File: src/design/plot_macros.svh
`ifndef PLOT_MACROS_SVH
`define PLOT_MACROS_SVH

// ******************************
// Signed Q12.8 number format
// ******************************
`define PLOT_INT_W        12
`define PLOT_FRAC_W       8
`define PLOT_NUM_W        20

// Token memory and value stack
`define PLOT_QUEUE_DEPTH  32
`define PLOT_QUEUE_AW     5
`define PLOT_STACK_DEPTH  16

// ******************************
// Screen geometry
// ******************************
`define PLOT_HOR          640
`define PLOT_VER          480
`define PLOT_SCALE        20    // Screen pixels per world unit

`define PLOT_TOKEN_W      21    // is_op flag above one number word

`endif

File: src/design/plot_pkg.sv
`include "plot_macros.svh"

package plot_pkg;

    typedef enum logic [2:0] {
        OP_ADD   = 3'd0,
        OP_SUB   = 3'd1,
        OP_MUL   = 3'd2,
        OP_DIV   = 3'd3,
        OP_VAR_X = 3'd6
    } opcode_e;

    // The same payload word is a literal or an operator code
    typedef union packed {
        logic signed [`PLOT_NUM_W-1:0] value;
        struct packed {
            logic [`PLOT_NUM_W-4:0] pad;
            opcode_e                op;
        } oper;
    } token_payload_u;

    // is_op selects which view of the payload applies
    typedef struct packed {
        logic           is_op;
        token_payload_u payload;
    } token_t;

endpackage

File: src/design/alu_if.sv
`timescale 1ns/1ps
`include "plot_macros.svh"

interface alu_if;

    logic                   start;
    plot_pkg::opcode_e      op;
    logic [`PLOT_NUM_W-1:0] a;
    logic [`PLOT_NUM_W-1:0] b;
    logic                   done;
    logic [`PLOT_NUM_W-1:0] result;    // Valid with done
    logic                   div_zero;  // Valid with done

    // op, a and b are held by the client until done
    modport client (
        output start, op, a, b,
        input  done, result, div_zero
    );

    modport server (
        input  start, op, a, b,
        output done, result, div_zero
    );

endinterface

File: src/design/token_if.sv
`timescale 1ns/1ps
`include "plot_macros.svh"

interface token_if;

    logic                      get;
    logic [`PLOT_QUEUE_AW-1:0] index;
    logic                      ready;  // One cycle after get
    plot_pkg::token_t          token;

    modport reader (
        output get, index,
        input  ready, token
    );

    modport memory (
        input  get, index,
        output ready, token
    );

endinterface

File: src/design/fixed_point_alu.sv
`timescale 1ns/1ps
`include "plot_macros.svh"

module fixed_point_alu (
    input logic   clk,
    input logic   rst,
    alu_if.server alu
);

    localparam int NUM_W  = `PLOT_NUM_W;
    localparam int FRAC_W = `PLOT_FRAC_W;
    localparam int DIV_W  = `PLOT_NUM_W + `PLOT_FRAC_W;  // Dividend after the pre-shift
    localparam int CNT_W  = $clog2(DIV_W + 1);

    logic signed [2*NUM_W-1:0] product;
    logic [NUM_W-1:0]          mag_a;
    logic [NUM_W-1:0]          mag_b;
    logic [NUM_W-1:0]          div_den;
    logic [NUM_W-1:0]          div_rem;
    logic [NUM_W-1:0]          rem_next;
    logic [NUM_W:0]            rem_shift;
    logic [NUM_W:0]            rem_diff;
    logic [DIV_W-1:0]          div_quo;
    logic [DIV_W-1:0]          quo_next;
    logic [DIV_W-1:0]          quo_signed;
    logic [CNT_W-1:0]          div_cnt;
    logic                      div_busy;
    logic                      div_neg;
    logic                      take;

    assign product = $signed(alu.a) * $signed(alu.b);
    assign mag_a   = alu.a[NUM_W-1] ? -alu.a : alu.a;
    assign mag_b   = alu.b[NUM_W-1] ? -alu.b : alu.b;

    // ******************************
    // One restoring step per cycle
    // ******************************
    assign rem_shift  = {div_rem, div_quo[DIV_W-1]};
    assign rem_diff   = rem_shift - {1'b0, div_den};
    assign take       = rem_shift >= {1'b0, div_den};
    assign rem_next   = take ? rem_diff[NUM_W-1:0] : rem_shift[NUM_W-1:0];
    assign quo_next   = {div_quo[DIV_W-2:0], take};
    assign quo_signed = div_neg ? -quo_next : quo_next;  // Truncates toward zero

    always_ff @(posedge clk) begin
        if (rst) begin
            div_busy     <= 1'b0;
            div_cnt      <= '0;
            alu.done     <= 1'b0;
            alu.div_zero <= 1'b0;
        end else begin
            alu.done     <= 1'b0;
            alu.div_zero <= 1'b0;
            if (div_busy) begin
                div_cnt <= div_cnt - 1'b1;
                if (div_cnt == CNT_W'(1)) begin
                    div_busy <= 1'b0;
                    alu.done <= 1'b1;
                end
            end else if (alu.start) begin
                if (alu.op == plot_pkg::OP_DIV && alu.b != '0) begin
                    div_busy <= 1'b1;
                    div_cnt  <= CNT_W'(DIV_W);
                end else begin
                    alu.done     <= 1'b1;  // Zero divisor short-cuts here
                    alu.div_zero <= (alu.op == plot_pkg::OP_DIV);
                end
            end
        end
    end

    always_ff @(posedge clk) begin
        if (div_busy) begin
            div_rem <= rem_next;
            div_quo <= quo_next;
            if (div_cnt == CNT_W'(1))
                alu.result <= quo_signed[NUM_W-1:0];
        end else if (alu.start) begin
            div_rem <= '0;
            div_quo <= {mag_a, {FRAC_W{1'b0}}};
            div_den <= mag_b;
            div_neg <= alu.a[NUM_W-1] ^ alu.b[NUM_W-1];
            case (alu.op)
                plot_pkg::OP_ADD: alu.result <= alu.a + alu.b;
                plot_pkg::OP_SUB: alu.result <= alu.a - alu.b;
                plot_pkg::OP_MUL: alu.result <= product[NUM_W+FRAC_W-1:FRAC_W];
                default:          alu.result <= '0;
            endcase
        end
    end

endmodule

File: src/design/token_queue.sv
`timescale 1ns/1ps
`include "plot_macros.svh"

module token_queue (
    input logic                      clk,
    input logic                      rst,
    input logic                      load_en,
    input logic [`PLOT_QUEUE_AW-1:0] load_addr,
    input plot_pkg::token_t          load_token,
    token_if.memory                  rd
);

    plot_pkg::token_t mem [`PLOT_QUEUE_DEPTH];

    // Host writes and machine reads share one clock
    always_ff @(posedge clk) begin
        if (load_en)
            mem[load_addr] <= load_token;
        if (rd.get)
            rd.token <= mem[rd.index];
    end

    always_ff @(posedge clk) begin
        if (rst)
            rd.ready <= 1'b0;
        else
            rd.ready <= rd.get;  // Token is valid alongside this pulse
    end

endmodule

File: src/design/stack_machine.sv
`timescale 1ns/1ps
`include "plot_macros.svh"

module stack_machine (
    input  logic                    clk,
    input  logic                    rst,
    input  logic                    start,
    input  logic [`PLOT_INT_W-1:0]  x_pixel,
    input  logic [`PLOT_QUEUE_AW:0] expr_len,
    output logic                    ready,
    output logic                    done,
    output logic                    fault,
    output logic [`PLOT_INT_W-1:0]  y_pixel,
    token_if.reader                 rd,
    alu_if.client                   alu
);

    localparam int NUM_W  = `PLOT_NUM_W;
    localparam int FRAC_W = `PLOT_FRAC_W;
    localparam int SP_W   = $clog2(`PLOT_STACK_DEPTH + 1);
    localparam int STK_AW = $clog2(`PLOT_STACK_DEPTH);

    // Transform constants in Q12.8
    localparam logic [NUM_W-1:0] HALF_HOR = (`PLOT_HOR / 2) << FRAC_W;
    localparam logic [NUM_W-1:0] HALF_VER = (`PLOT_VER / 2) << FRAC_W;
    localparam logic [NUM_W-1:0] SCALE    = `PLOT_SCALE << FRAC_W;

    typedef enum logic [3:0] {
        S_IDLE,
        S_X_SUB,
        S_X_DIV,
        S_FETCH,
        S_TOKEN,
        S_OPERATE,
        S_CHECK,
        S_Y_DIV,
        S_Y_ADD,
        S_FAULT
    } state_e;

    state_e                  state;
    logic [NUM_W-1:0]        stack [`PLOT_STACK_DEPTH];
    logic [SP_W-1:0]         sp;       // Number of entries in use
    logic [`PLOT_QUEUE_AW:0] tok_cnt;
    logic [`PLOT_QUEUE_AW:0] len;
    logic [NUM_W-1:0]        x_val;
    logic [NUM_W-1:0]        top;
    logic [NUM_W-1:0]        below;

    assign rd.index = tok_cnt[`PLOT_QUEUE_AW-1:0];
    assign top      = stack[STK_AW'(sp - 1'b1)];
    assign below    = stack[STK_AW'(sp - 2'd2)];

    always_ff @(posedge clk) begin
        if (rst) begin
            state     <= S_IDLE;
            ready     <= 1'b1;
            done      <= 1'b0;
            fault     <= 1'b0;
            y_pixel   <= '0;
            alu.start <= 1'b0;
            rd.get    <= 1'b0;
            sp        <= '0;
            tok_cnt   <= '0;
        end else begin
            done      <= 1'b0;
            alu.start <= 1'b0;
            rd.get    <= 1'b0;
            case (state)
                S_IDLE: if (start) begin
                    ready     <= 1'b0;
                    sp        <= '0;
                    tok_cnt   <= '0;
                    len       <= expr_len;
                    alu.start <= 1'b1;
                    alu.op    <= plot_pkg::OP_SUB;
                    alu.a     <= {x_pixel, {FRAC_W{1'b0}}};
                    alu.b     <= HALF_HOR;
                    state     <= S_X_SUB;
                end
                S_X_SUB: if (alu.done) begin
                    alu.start <= 1'b1;
                    alu.op    <= plot_pkg::OP_DIV;
                    alu.a     <= alu.result;
                    alu.b     <= SCALE;
                    state     <= S_X_DIV;
                end
                S_X_DIV: if (alu.done) begin
                    x_val <= alu.result;
                    state <= S_FETCH;
                end
                // ******************************
                // Postfix program
                // ******************************
                S_FETCH: begin
                    if (tok_cnt == len) begin
                        state <= S_CHECK;
                    end else begin
                        rd.get <= 1'b1;
                        state  <= S_TOKEN;
                    end
                end
                S_TOKEN: if (rd.ready) begin
                    tok_cnt <= tok_cnt + 1'b1;
                    if (rd.token.is_op && rd.token.payload.oper.op != plot_pkg::OP_VAR_X) begin
                        if (sp < SP_W'(2)) begin
                            state <= S_FAULT;  // Underflow
                        end else begin
                            alu.start <= 1'b1;
                            alu.op    <= rd.token.payload.oper.op;
                            alu.a     <= below;
                            alu.b     <= top;
                            state     <= S_OPERATE;
                        end
                    end else if (sp == SP_W'(`PLOT_STACK_DEPTH)) begin
                        state <= S_FAULT;
                    end else begin
                        stack[STK_AW'(sp)] <= rd.token.is_op ? x_val : rd.token.payload.value;
                        sp    <= sp + 1'b1;
                        state <= S_FETCH;
                    end
                end
                S_OPERATE: if (alu.done) begin
                    if (alu.div_zero) begin
                        state <= S_FAULT;
                    end else begin
                        stack[STK_AW'(sp - 2'd2)] <= alu.result;  // Two pops and a push
                        sp    <= sp - 1'b1;
                        state <= S_FETCH;
                    end
                end
                S_CHECK: begin
                    if (sp != SP_W'(1)) begin
                        state <= S_FAULT;
                    end else begin
                        alu.start <= 1'b1;
                        alu.op    <= plot_pkg::OP_DIV;
                        alu.a     <= stack[0];
                        alu.b     <= SCALE;
                        state     <= S_Y_DIV;
                    end
                end
                S_Y_DIV: if (alu.done) begin
                    alu.start <= 1'b1;
                    alu.op    <= plot_pkg::OP_ADD;
                    alu.a     <= alu.result;
                    alu.b     <= HALF_VER;
                    state     <= S_Y_ADD;
                end
                S_Y_ADD: if (alu.done) begin
                    y_pixel <= alu.result[NUM_W-1:FRAC_W];  // Integer part only
                    fault   <= 1'b0;
                    done    <= 1'b1;
                    ready   <= 1'b1;
                    state   <= S_IDLE;
                end
                S_FAULT: begin
                    y_pixel <= '0;
                    fault   <= 1'b1;
                    done    <= 1'b1;
                    ready   <= 1'b1;
                    state   <= S_IDLE;
                end
                default: state <= S_IDLE;
            endcase
        end
    end

endmodule

File: src/design/plot_evaluator.sv
`timescale 1ns/1ps
`include "plot_macros.svh"

module plot_evaluator (
    input  logic                      clk,
    input  logic                      rst,
    input  logic                      load_en,
    input  logic [`PLOT_QUEUE_AW-1:0] load_addr,
    input  logic [`PLOT_TOKEN_W-1:0]  load_token,
    input  logic [`PLOT_QUEUE_AW:0]   expr_len,
    input  logic                      start,
    input  logic [`PLOT_INT_W-1:0]    x_pixel,
    output logic                      ready,
    output logic                      done,
    output logic                      fault,
    output logic [`PLOT_INT_W-1:0]    y_pixel
);

    alu_if   alu_bus ();
    token_if tok_bus ();

    token_queue token_queue_i (
        .clk        (clk),
        .rst        (rst),
        .load_en    (load_en),
        .load_addr  (load_addr),
        .load_token (plot_pkg::token_t'(load_token)),
        .rd         (tok_bus.memory)
    );

    stack_machine stack_machine_i (
        .clk      (clk),
        .rst      (rst),
        .start    (start),
        .x_pixel  (x_pixel),
        .expr_len (expr_len),
        .ready    (ready),
        .done     (done),
        .fault    (fault),
        .y_pixel  (y_pixel),
        .rd       (tok_bus.reader),
        .alu      (alu_bus.client)
    );

    fixed_point_alu fixed_point_alu_i (
        .clk (clk),
        .rst (rst),
        .alu (alu_bus.server)
    );

endmodule

File: config.mk
export PLATFORM = sky130hd
export DESIGN_NAME = plot_evaluator
export DESIGN_NICKNAME = d
export VERILOG_FILES = /design/src/design/plot_pkg.sv /design/src/design/alu_if.sv /design/src/design/token_if.sv /design/src/design/fixed_point_alu.sv /design/src/design/token_queue.sv /design/src/design/stack_machine.sv /design/src/design/plot_evaluator.sv
export VERILOG_INCLUDE_DIRS = /design/src /design/src/design
export SDC_FILE = /design/constraint.sdc
export NUM_CORES = 2
export LEC_CHECK = 0
export ABC_AREA = 0
export BUFFER_PORTS_ARGS = -buffer_cell sky130_fd_sc_hd__clkbuf_2
export CAP_MARGIN = 40
export CORE_MARGIN = 8
export CORE_UTILIZATION = 60
export CTS_CLUSTER_SIZE = 20
export DETAILED_ROUTE_END_ITERATION = 10
export HOLD_SLACK_MARGIN = 0.08
export PLACE_DENSITY_LB_ADDON = 0.1
export SKIP_LAST_GASP = 1
export SYNTH_ARGS = -nofsm -noshare
export SYNTH_HDL_FRONTEND = slang
export SYNTH_SLANG_ARGS = --single-unit
File: constraint.sdc
create_clock -name clk -period 16.6 [get_ports clk]
set_input_delay 2.49 -clock clk [delete_from_list [all_inputs] [get_ports clk]]
set_output_delay 2.49 -clock clk [all_outputs]
set_load 0.05 [all_outputs]
======== Word-level counts from Yosys, hierarchy flattened ========
Memories as Yosys holds them, arrays and structs flattened. A register that Yosys moved wholly into a read port is not among the register bits.
Cells that the tools add are included.
word-level totals
  input port bits ......................... 48
  logic and storage cells ................. 210
  flip-flop bits (word level) ............. 199
  memories ................................ 2
  output and inout bits ................... 15
  memory bits (writable) .................. 992
cells by class
  muxes and demuxes ....................... 103
  $mul .................................... 1
  $lt $le $gt $ge ......................... 2
  reductions and logical operators ........ 29
  equal/unequal tests ..................... 32
  add/subtract/negate cells ............... 11
  bitwise gates (word level) .............. 5
memory list
  name                   words  width  rd ports  clocked after memory_dff  wr ports  RTL line             source
  token_queue_i.mem      32     21     1         1                         1         token_queue.sv:13    plot_pkg::token_t mem [`PLOT_QUEUE_DEPTH];
  stack_machine_i.stack  16     20     3         0                         1         stack_machine.sv:42  logic [NUM_W-1:0] stack [`PLOT_STACK_DEPTH];
operators with widths
  kind                                                                    count
  20-bit two-way mux                                                      23
  20-bit case mux with 5 select lines                                     1
  20-bit case mux with 4 select lines                                     1
  20-bit negation                                                         3
  20-bit case mux with 3 select lines                                     1
  28-bit two-way mux                                                      2
  4-bit two-way mux                                                       13
  5-bit two-way mux                                                       9
  20-bit subtractor                                                       2
  4-bit case mux with 9 select lines                                      1
  1-bit two-way mux                                                       32
  20-bit by 20-bit multiplier with 28-bit output                          1
  12-bit case mux with 2 select lines                                     1
  21-bit by 20-bit greater-or-equal comparator with 1-bit output          1
  3-bit two-way mux                                                       7
  20-bit adder                                                            1
  20-bit nonzero test                                                     1
  20-bit OR reduction                                                     1
  19-bit two-way mux                                                      1
  4-bit by 3-bit equality test with 1-bit output (second input constant)  4
  2-bit != test (second input constant)                                   8
  3-bit case mux with 5 select lines                                      1
  5-bit case mux with 3 select lines                                      1
  2-bit by 1-bit != test with 1-bit output (second input constant)        7
  38 further kinds                                                        60

======== Depth between registers and ports, before layout ========
  word-level depth ........................ 8
  depth in mapped cells ................... 27
  gate-level depth less buffers ........... 25

======== Modules after synthesis ========
From an unflattened synthesis, not the netlist that was laid out.
second synthesis, totals
  cell total of the unflattened synthesis .. 4,702
  area, all modules ....................... 64,807.2 µm²
modules (own cells, without submodules)
  module           cells an instance  sequential area each (µm²)  instances  area an instance (µm²)
  token_queue      1,483              20,830.0                    1          26,988.4
  stack_machine    1,166              12,321.8                    1          19,551.3
  fixed_point_alu  2,053              2,832.7                     1          18,267.5

======== Least setup slack after synthesis ========
OpenSTA, ideal clock, no wires.
  path type ............................... input to register
  start ................................... input rst
  end ..................................... register stack_machine_i.alu.b[0] (enable)
  setup slack ............................. 9.456 ns
  path buffers ............................ 1
  arrival ................................. 6.615 ns
  data required time ...................... 16.071 ns
  stages .................................. 4
  path through ............................ clkbuf_1 nor2_1 nand3_1 a2111oi_0
on the way
  cells in the longest elaborated chain, start to end .. 2
ends and longest elaborated chain
  what                           RTL line              source
  start: declaration             plot_evaluator.sv:6   input logic rst,
  1-bit NOT (no line)            n/a
  9-bit AND reduction (no line)  n/a
  end signal: assignment         stack_machine.sv:112  alu.b <= top;
  end: declaration               alu_if.sv:16          output start, op, a, b,
Every way passes these cells.
A chain may end at the register's enable or synchronous reset.

======== Worst setup path after layout ========
  start ................................... register stack_machine_i.alu.b[4]
  end ..................................... register fixed_point_alu_i.alu.result[19], data pin
on the way
  cells in the longest elaborated chain, start to end .. 4
  elaborated cells on any way between the ends .. 6
ends and longest elaborated chain
  what                                                                    RTL line               source
  20-bit by 20-bit multiplier with 28-bit output (tied with other cells)  fixed_point_alu.sv:31  assign product = $signed(alu.a) * $signed(alu.b);
  20-bit case mux with 3 select lines (*)                                 fixed_point_alu.sv:83  case (alu.op)
  20-bit two-way mux (*)                                                  fixed_point_alu.sv:78  end else if (alu.start) begin
  20-bit two-way mux (*)                                                  fixed_point_alu.sv:73  if (div_busy) begin
  end signal: assignment                                                  fixed_point_alu.sv:77  alu.result <= quo_signed[NUM_W-1:0];
  end signal: assignment                                                  fixed_point_alu.sv:84  plot_pkg::OP_ADD: alu.result <= alu.a + alu.b;
  end signal: assignment                                                  fixed_point_alu.sv:85  plot_pkg::OP_SUB: alu.result <= alu.a - alu.b;
  end: declaration                                                        alu_if.sv:22           output done, result, div_zero
Mark *: on every way between the ends. The rest lies on a longest branch, timed or not. The select of a mux whose other input is x is not followed.

==> run_results.csv <==
group,metric,value,unit
grt,grt.overflow.total,0,
critical_path,crit_path_start_kind,"flip-flop",
sta,setup_viol,0,
clock_tree,clk_pin_slew,0.06,ns
synth,synth-edff-count,1171,
clock_tree,cts_tree,"built",
synth,synth_ff_type,"edfxtp_1",
route,num_vias,36300,
grt,grt_antenna_before_repair,8,
route,wl_met3,15.3,mm
sta,max_slew_margin,38.0,%
route,viasPerCell,6.37,
placement,post-place-ws,9.06,ns
clock_tree,root_buffer,"clkbuf_16",
final_layout,fillerInstances,7153,
clock_tree,clkLatencyLatePin,0.72,ns
placement,place.gp.congestion,0.896,
sta,layout_setup_ws,9.00,ns
sta,grt_setup_unrepaired,"no",
final_layout,final_common_cell,"edfxtp_1",
critical_path,slowest_stage,"edfxtp_1",
clock_tree,cts_buffer_depth,3,
sta,final.period_utilization,45.8,%
floorplanning,io_pins,63,
floorplanning,coreArea,0.105,sq mm
grt,grt_max_degree,70,
synth,yosysSeqAreaShare,56.6,%
final_layout,final_core_util,66.8,%
clock_tree,post_cts_resized,0,
sta,finalSetupTns,0,ns
route,drt_iter0_drc,3939,
synth,synth_top_area_cell,"edfxtp_1",
synth,syn-num-nets,4573,
final_layout,num_antenna_cells,0,
synth,async_flop_share,0,%
clock_tree,numCtsBuffers,118,
critical_path,crit_fanout,25,
critical_path,path_buf_inv,6,
clock_tree,cts_sinks,1212,
placement,dpl.hpwl,102,mm
floorplanning,dieArea,0.117,sq mm
synth,ys_ff_latch,1212,
route,top_layer,"met5",
clock_tree,htree_levels,3,
sta,clock_skew,0.0313,ns
final_layout,area_growth,10.7,%
synth,synth_area_leaders,"edfxtp_1, mux4_2, fa_1",
route,met1_length,64.1,mm
floorplanning,fp-row-count,119,
worst_hold_path,hold_path.class,"reg -> reg",
synth,synth_top_area_share,55.3,%
grt,grt_pass1_wl,236,mm
route,antenna_left,0,
sta,fmax,0.132,GHz
final_layout,nets,4668,
final_layout,mostFrequentLayoutCells,"edfxtp_1, mux4_2, inv_1, nand2_1, fa_1",
route,drt-total-wl,157,mm
placement,port_buffers,62,
grt,grt_util_all_layers,27.1,%
sta,maxSlewViolCount,0,
run_status,status,"complete, no violations",
clock_tree,cts_setup_buffers,0,
route,drcViolationCount,0,
critical_path,cp_data_required_time,17.03,ns
sta,hold_viol,0,
final_layout,drive_above_1_share,21.0,%
floorplanning,die_x,342,um
clock_tree,holdBufCountCts,0,
sta,tightest_slew,0.925,ns
critical_path,worst_path_largest_cell_delay,0.94,ns
critical_path,cp-end-kind,"flip-flop",
run,cap_violations,0,
route,wl_per_cell,27.6,um
critical_path,worstPathCellList,"and2_1 -> fa_1 -> fa_1 -> inv_1 -> fa_1 -> inv_1 -> fa_1 -> inv_1 -> fa_1 -> inv_1 -> fa_1 -> inv_1 -> fa_1 -> inv_1 -> ha_1 -> a21o_1 -> a21o_1 -> a21oi_1 -> o31ai_1 -> a31oi_1 -> o21ai_0 -> or3_1 -> nand3_1 -> a32oi_1",
floorplanning,initial_core_util,60.4,%
synth,syn_area,0.0636,sq mm
critical_path,crit_type,"reg -> reg",
synth,yosys_warnings,0,
critical_path,critical-path-top-delay-family,"adder cells",
route,drtPass1Iterations,6,
synth,ys_types,82,
synth,syn_area_per_cell,15.5,sq um
grt,first_global_vias,36800,
critical_path,path_common_cell,"fa_1",
sta,fin_crit,7.60,ns
critical_path,cp.arrival,8.03,ns
route,wl_met2,73.7,mm
floorplanning,die_y,342,um
synth,syn-instance-count,4102,
==> worst reg2reg max path: cells and delay by family (launching register included) <==
| family | cells | cell delay (ns) |
|---|---|---|
| buf+inv | 6 | 0.30 |
| flops | 1 | 0.94 |
| simple gates | 3 | 0.75 |
| compound gates | 7 | 1.54 |
| fa+ha+maj | 8 | 3.79 |
==> kinds of logic (layout without fill, tap and decap cells) <==
group	Yosys count	in the layout	share of synthesized area, %
xor gates and xnor gates	167	167	2.30
and+or+nand+nor	836	836	6.60
adders and majority gates	423	423	11.6
muxes	470	470	15.1
AOI/OAI and AO/OA	376	376	4.00
buffers and inverters	618	819	3.71
DFF	1212	1212	56.6
==> layer usage <==
layer | vias up | global-route usage, %
met1 | 18800 | 40.0
met3 | 251 | 5.08
li1 | 15400 | -
met2 | 1770 | 42.1
met5 | - | 0
met4 | 12 | 7.40
==> registers in the layout, indices dropped and copies added, names as in the netlist, 3 cells and up <==
signal,cells
fixed_point_alu_i.alu.result,20
fixed_point_alu_i.div_cnt,5
fixed_point_alu_i.div_den,20
fixed_point_alu_i.div_quo,28
fixed_point_alu_i.div_rem,20
stack_machine_i.alu.a,20
stack_machine_i.alu.b,20
stack_machine_i.alu.op,3
stack_machine_i.len,6
stack_machine_i.sp,5
stack_machine_i.stack,320
stack_machine_i.state,4
stack_machine_i.tok_cnt,6
stack_machine_i.x_val,20
stack_machine_i.y_pixel,12
token_queue_i.mem,672
token_queue_i.rd.token,21
==> per-stage QoR <==
step | cells | instance area (sq um) | hold WS (ns)
floorplan | 4102 | 63600 | 0.450
global placement | 5445 | 65900 | 0.468
detailed placement | 5467 | 66300 | 0.468
CTS | 5693 | 70400 | 0.494
global route | 5694 | 70400 | 0.521
finish | 5694 | 70400 | 0.498
==> path summary, 6_finish.rpt <==
check / startpoint / to / slack, ns / depth (start not counted)
max reg2reg: stack_machine_i.alu.b[4] / fixed_point_alu_i.alu.result[19] / 9.00 / 24
min reg2reg: stack_machine_i.y_pixel[10] / stack_machine_i.y_pixel[10] / 0.50 / 1
min: stack_machine_i.y_pixel[10] / stack_machine_i.y_pixel[10] / 0.50 / 1
max: stack_machine_i.alu.b[4] / fixed_point_alu_i.alu.result[19] / 9.00 / 24
==> cell usage after synthesis, types with 19 or more instances <==
master and n:
edfxtp_1 1171, mux4_2 391, inv_1 381, nand2_1 287
fa_1 280, and2_1 218, clkbuf_1 177, ha_1 143
nor2_1 139, xnor2_1 97, o21ai_0 93, a21oi_1 78
xor2_1 70, mux2i_1 53, buf_1 44, dfxtp_1 41
nor2b_1 40, a211oi_1 35, nor3_1 28, mux2_2 26
nand2b_1 24, a21o_1 22, a222oi_1 20, nand3_1 20
o31ai_1 19
==> final cells by class <==
cell class | count | area, sq um | share of cell area [%]
multi-input cells | 2272 | 25400 | 36.2
flip-flops and latches | 1212 | 36000 | 51.2
well taps | 1391 | 1740 | 2.47
repair buffers | 210 | 1640 | 2.34
clock inverters | 83 | 1020 | 1.45
inverters | 383 | 1440 | 2.04
clock buffers | 143 | 3080 | 4.37
Power is not shown: default switching activity piles up to over one toggle a cycle in this logic, so the estimate is an artifact.
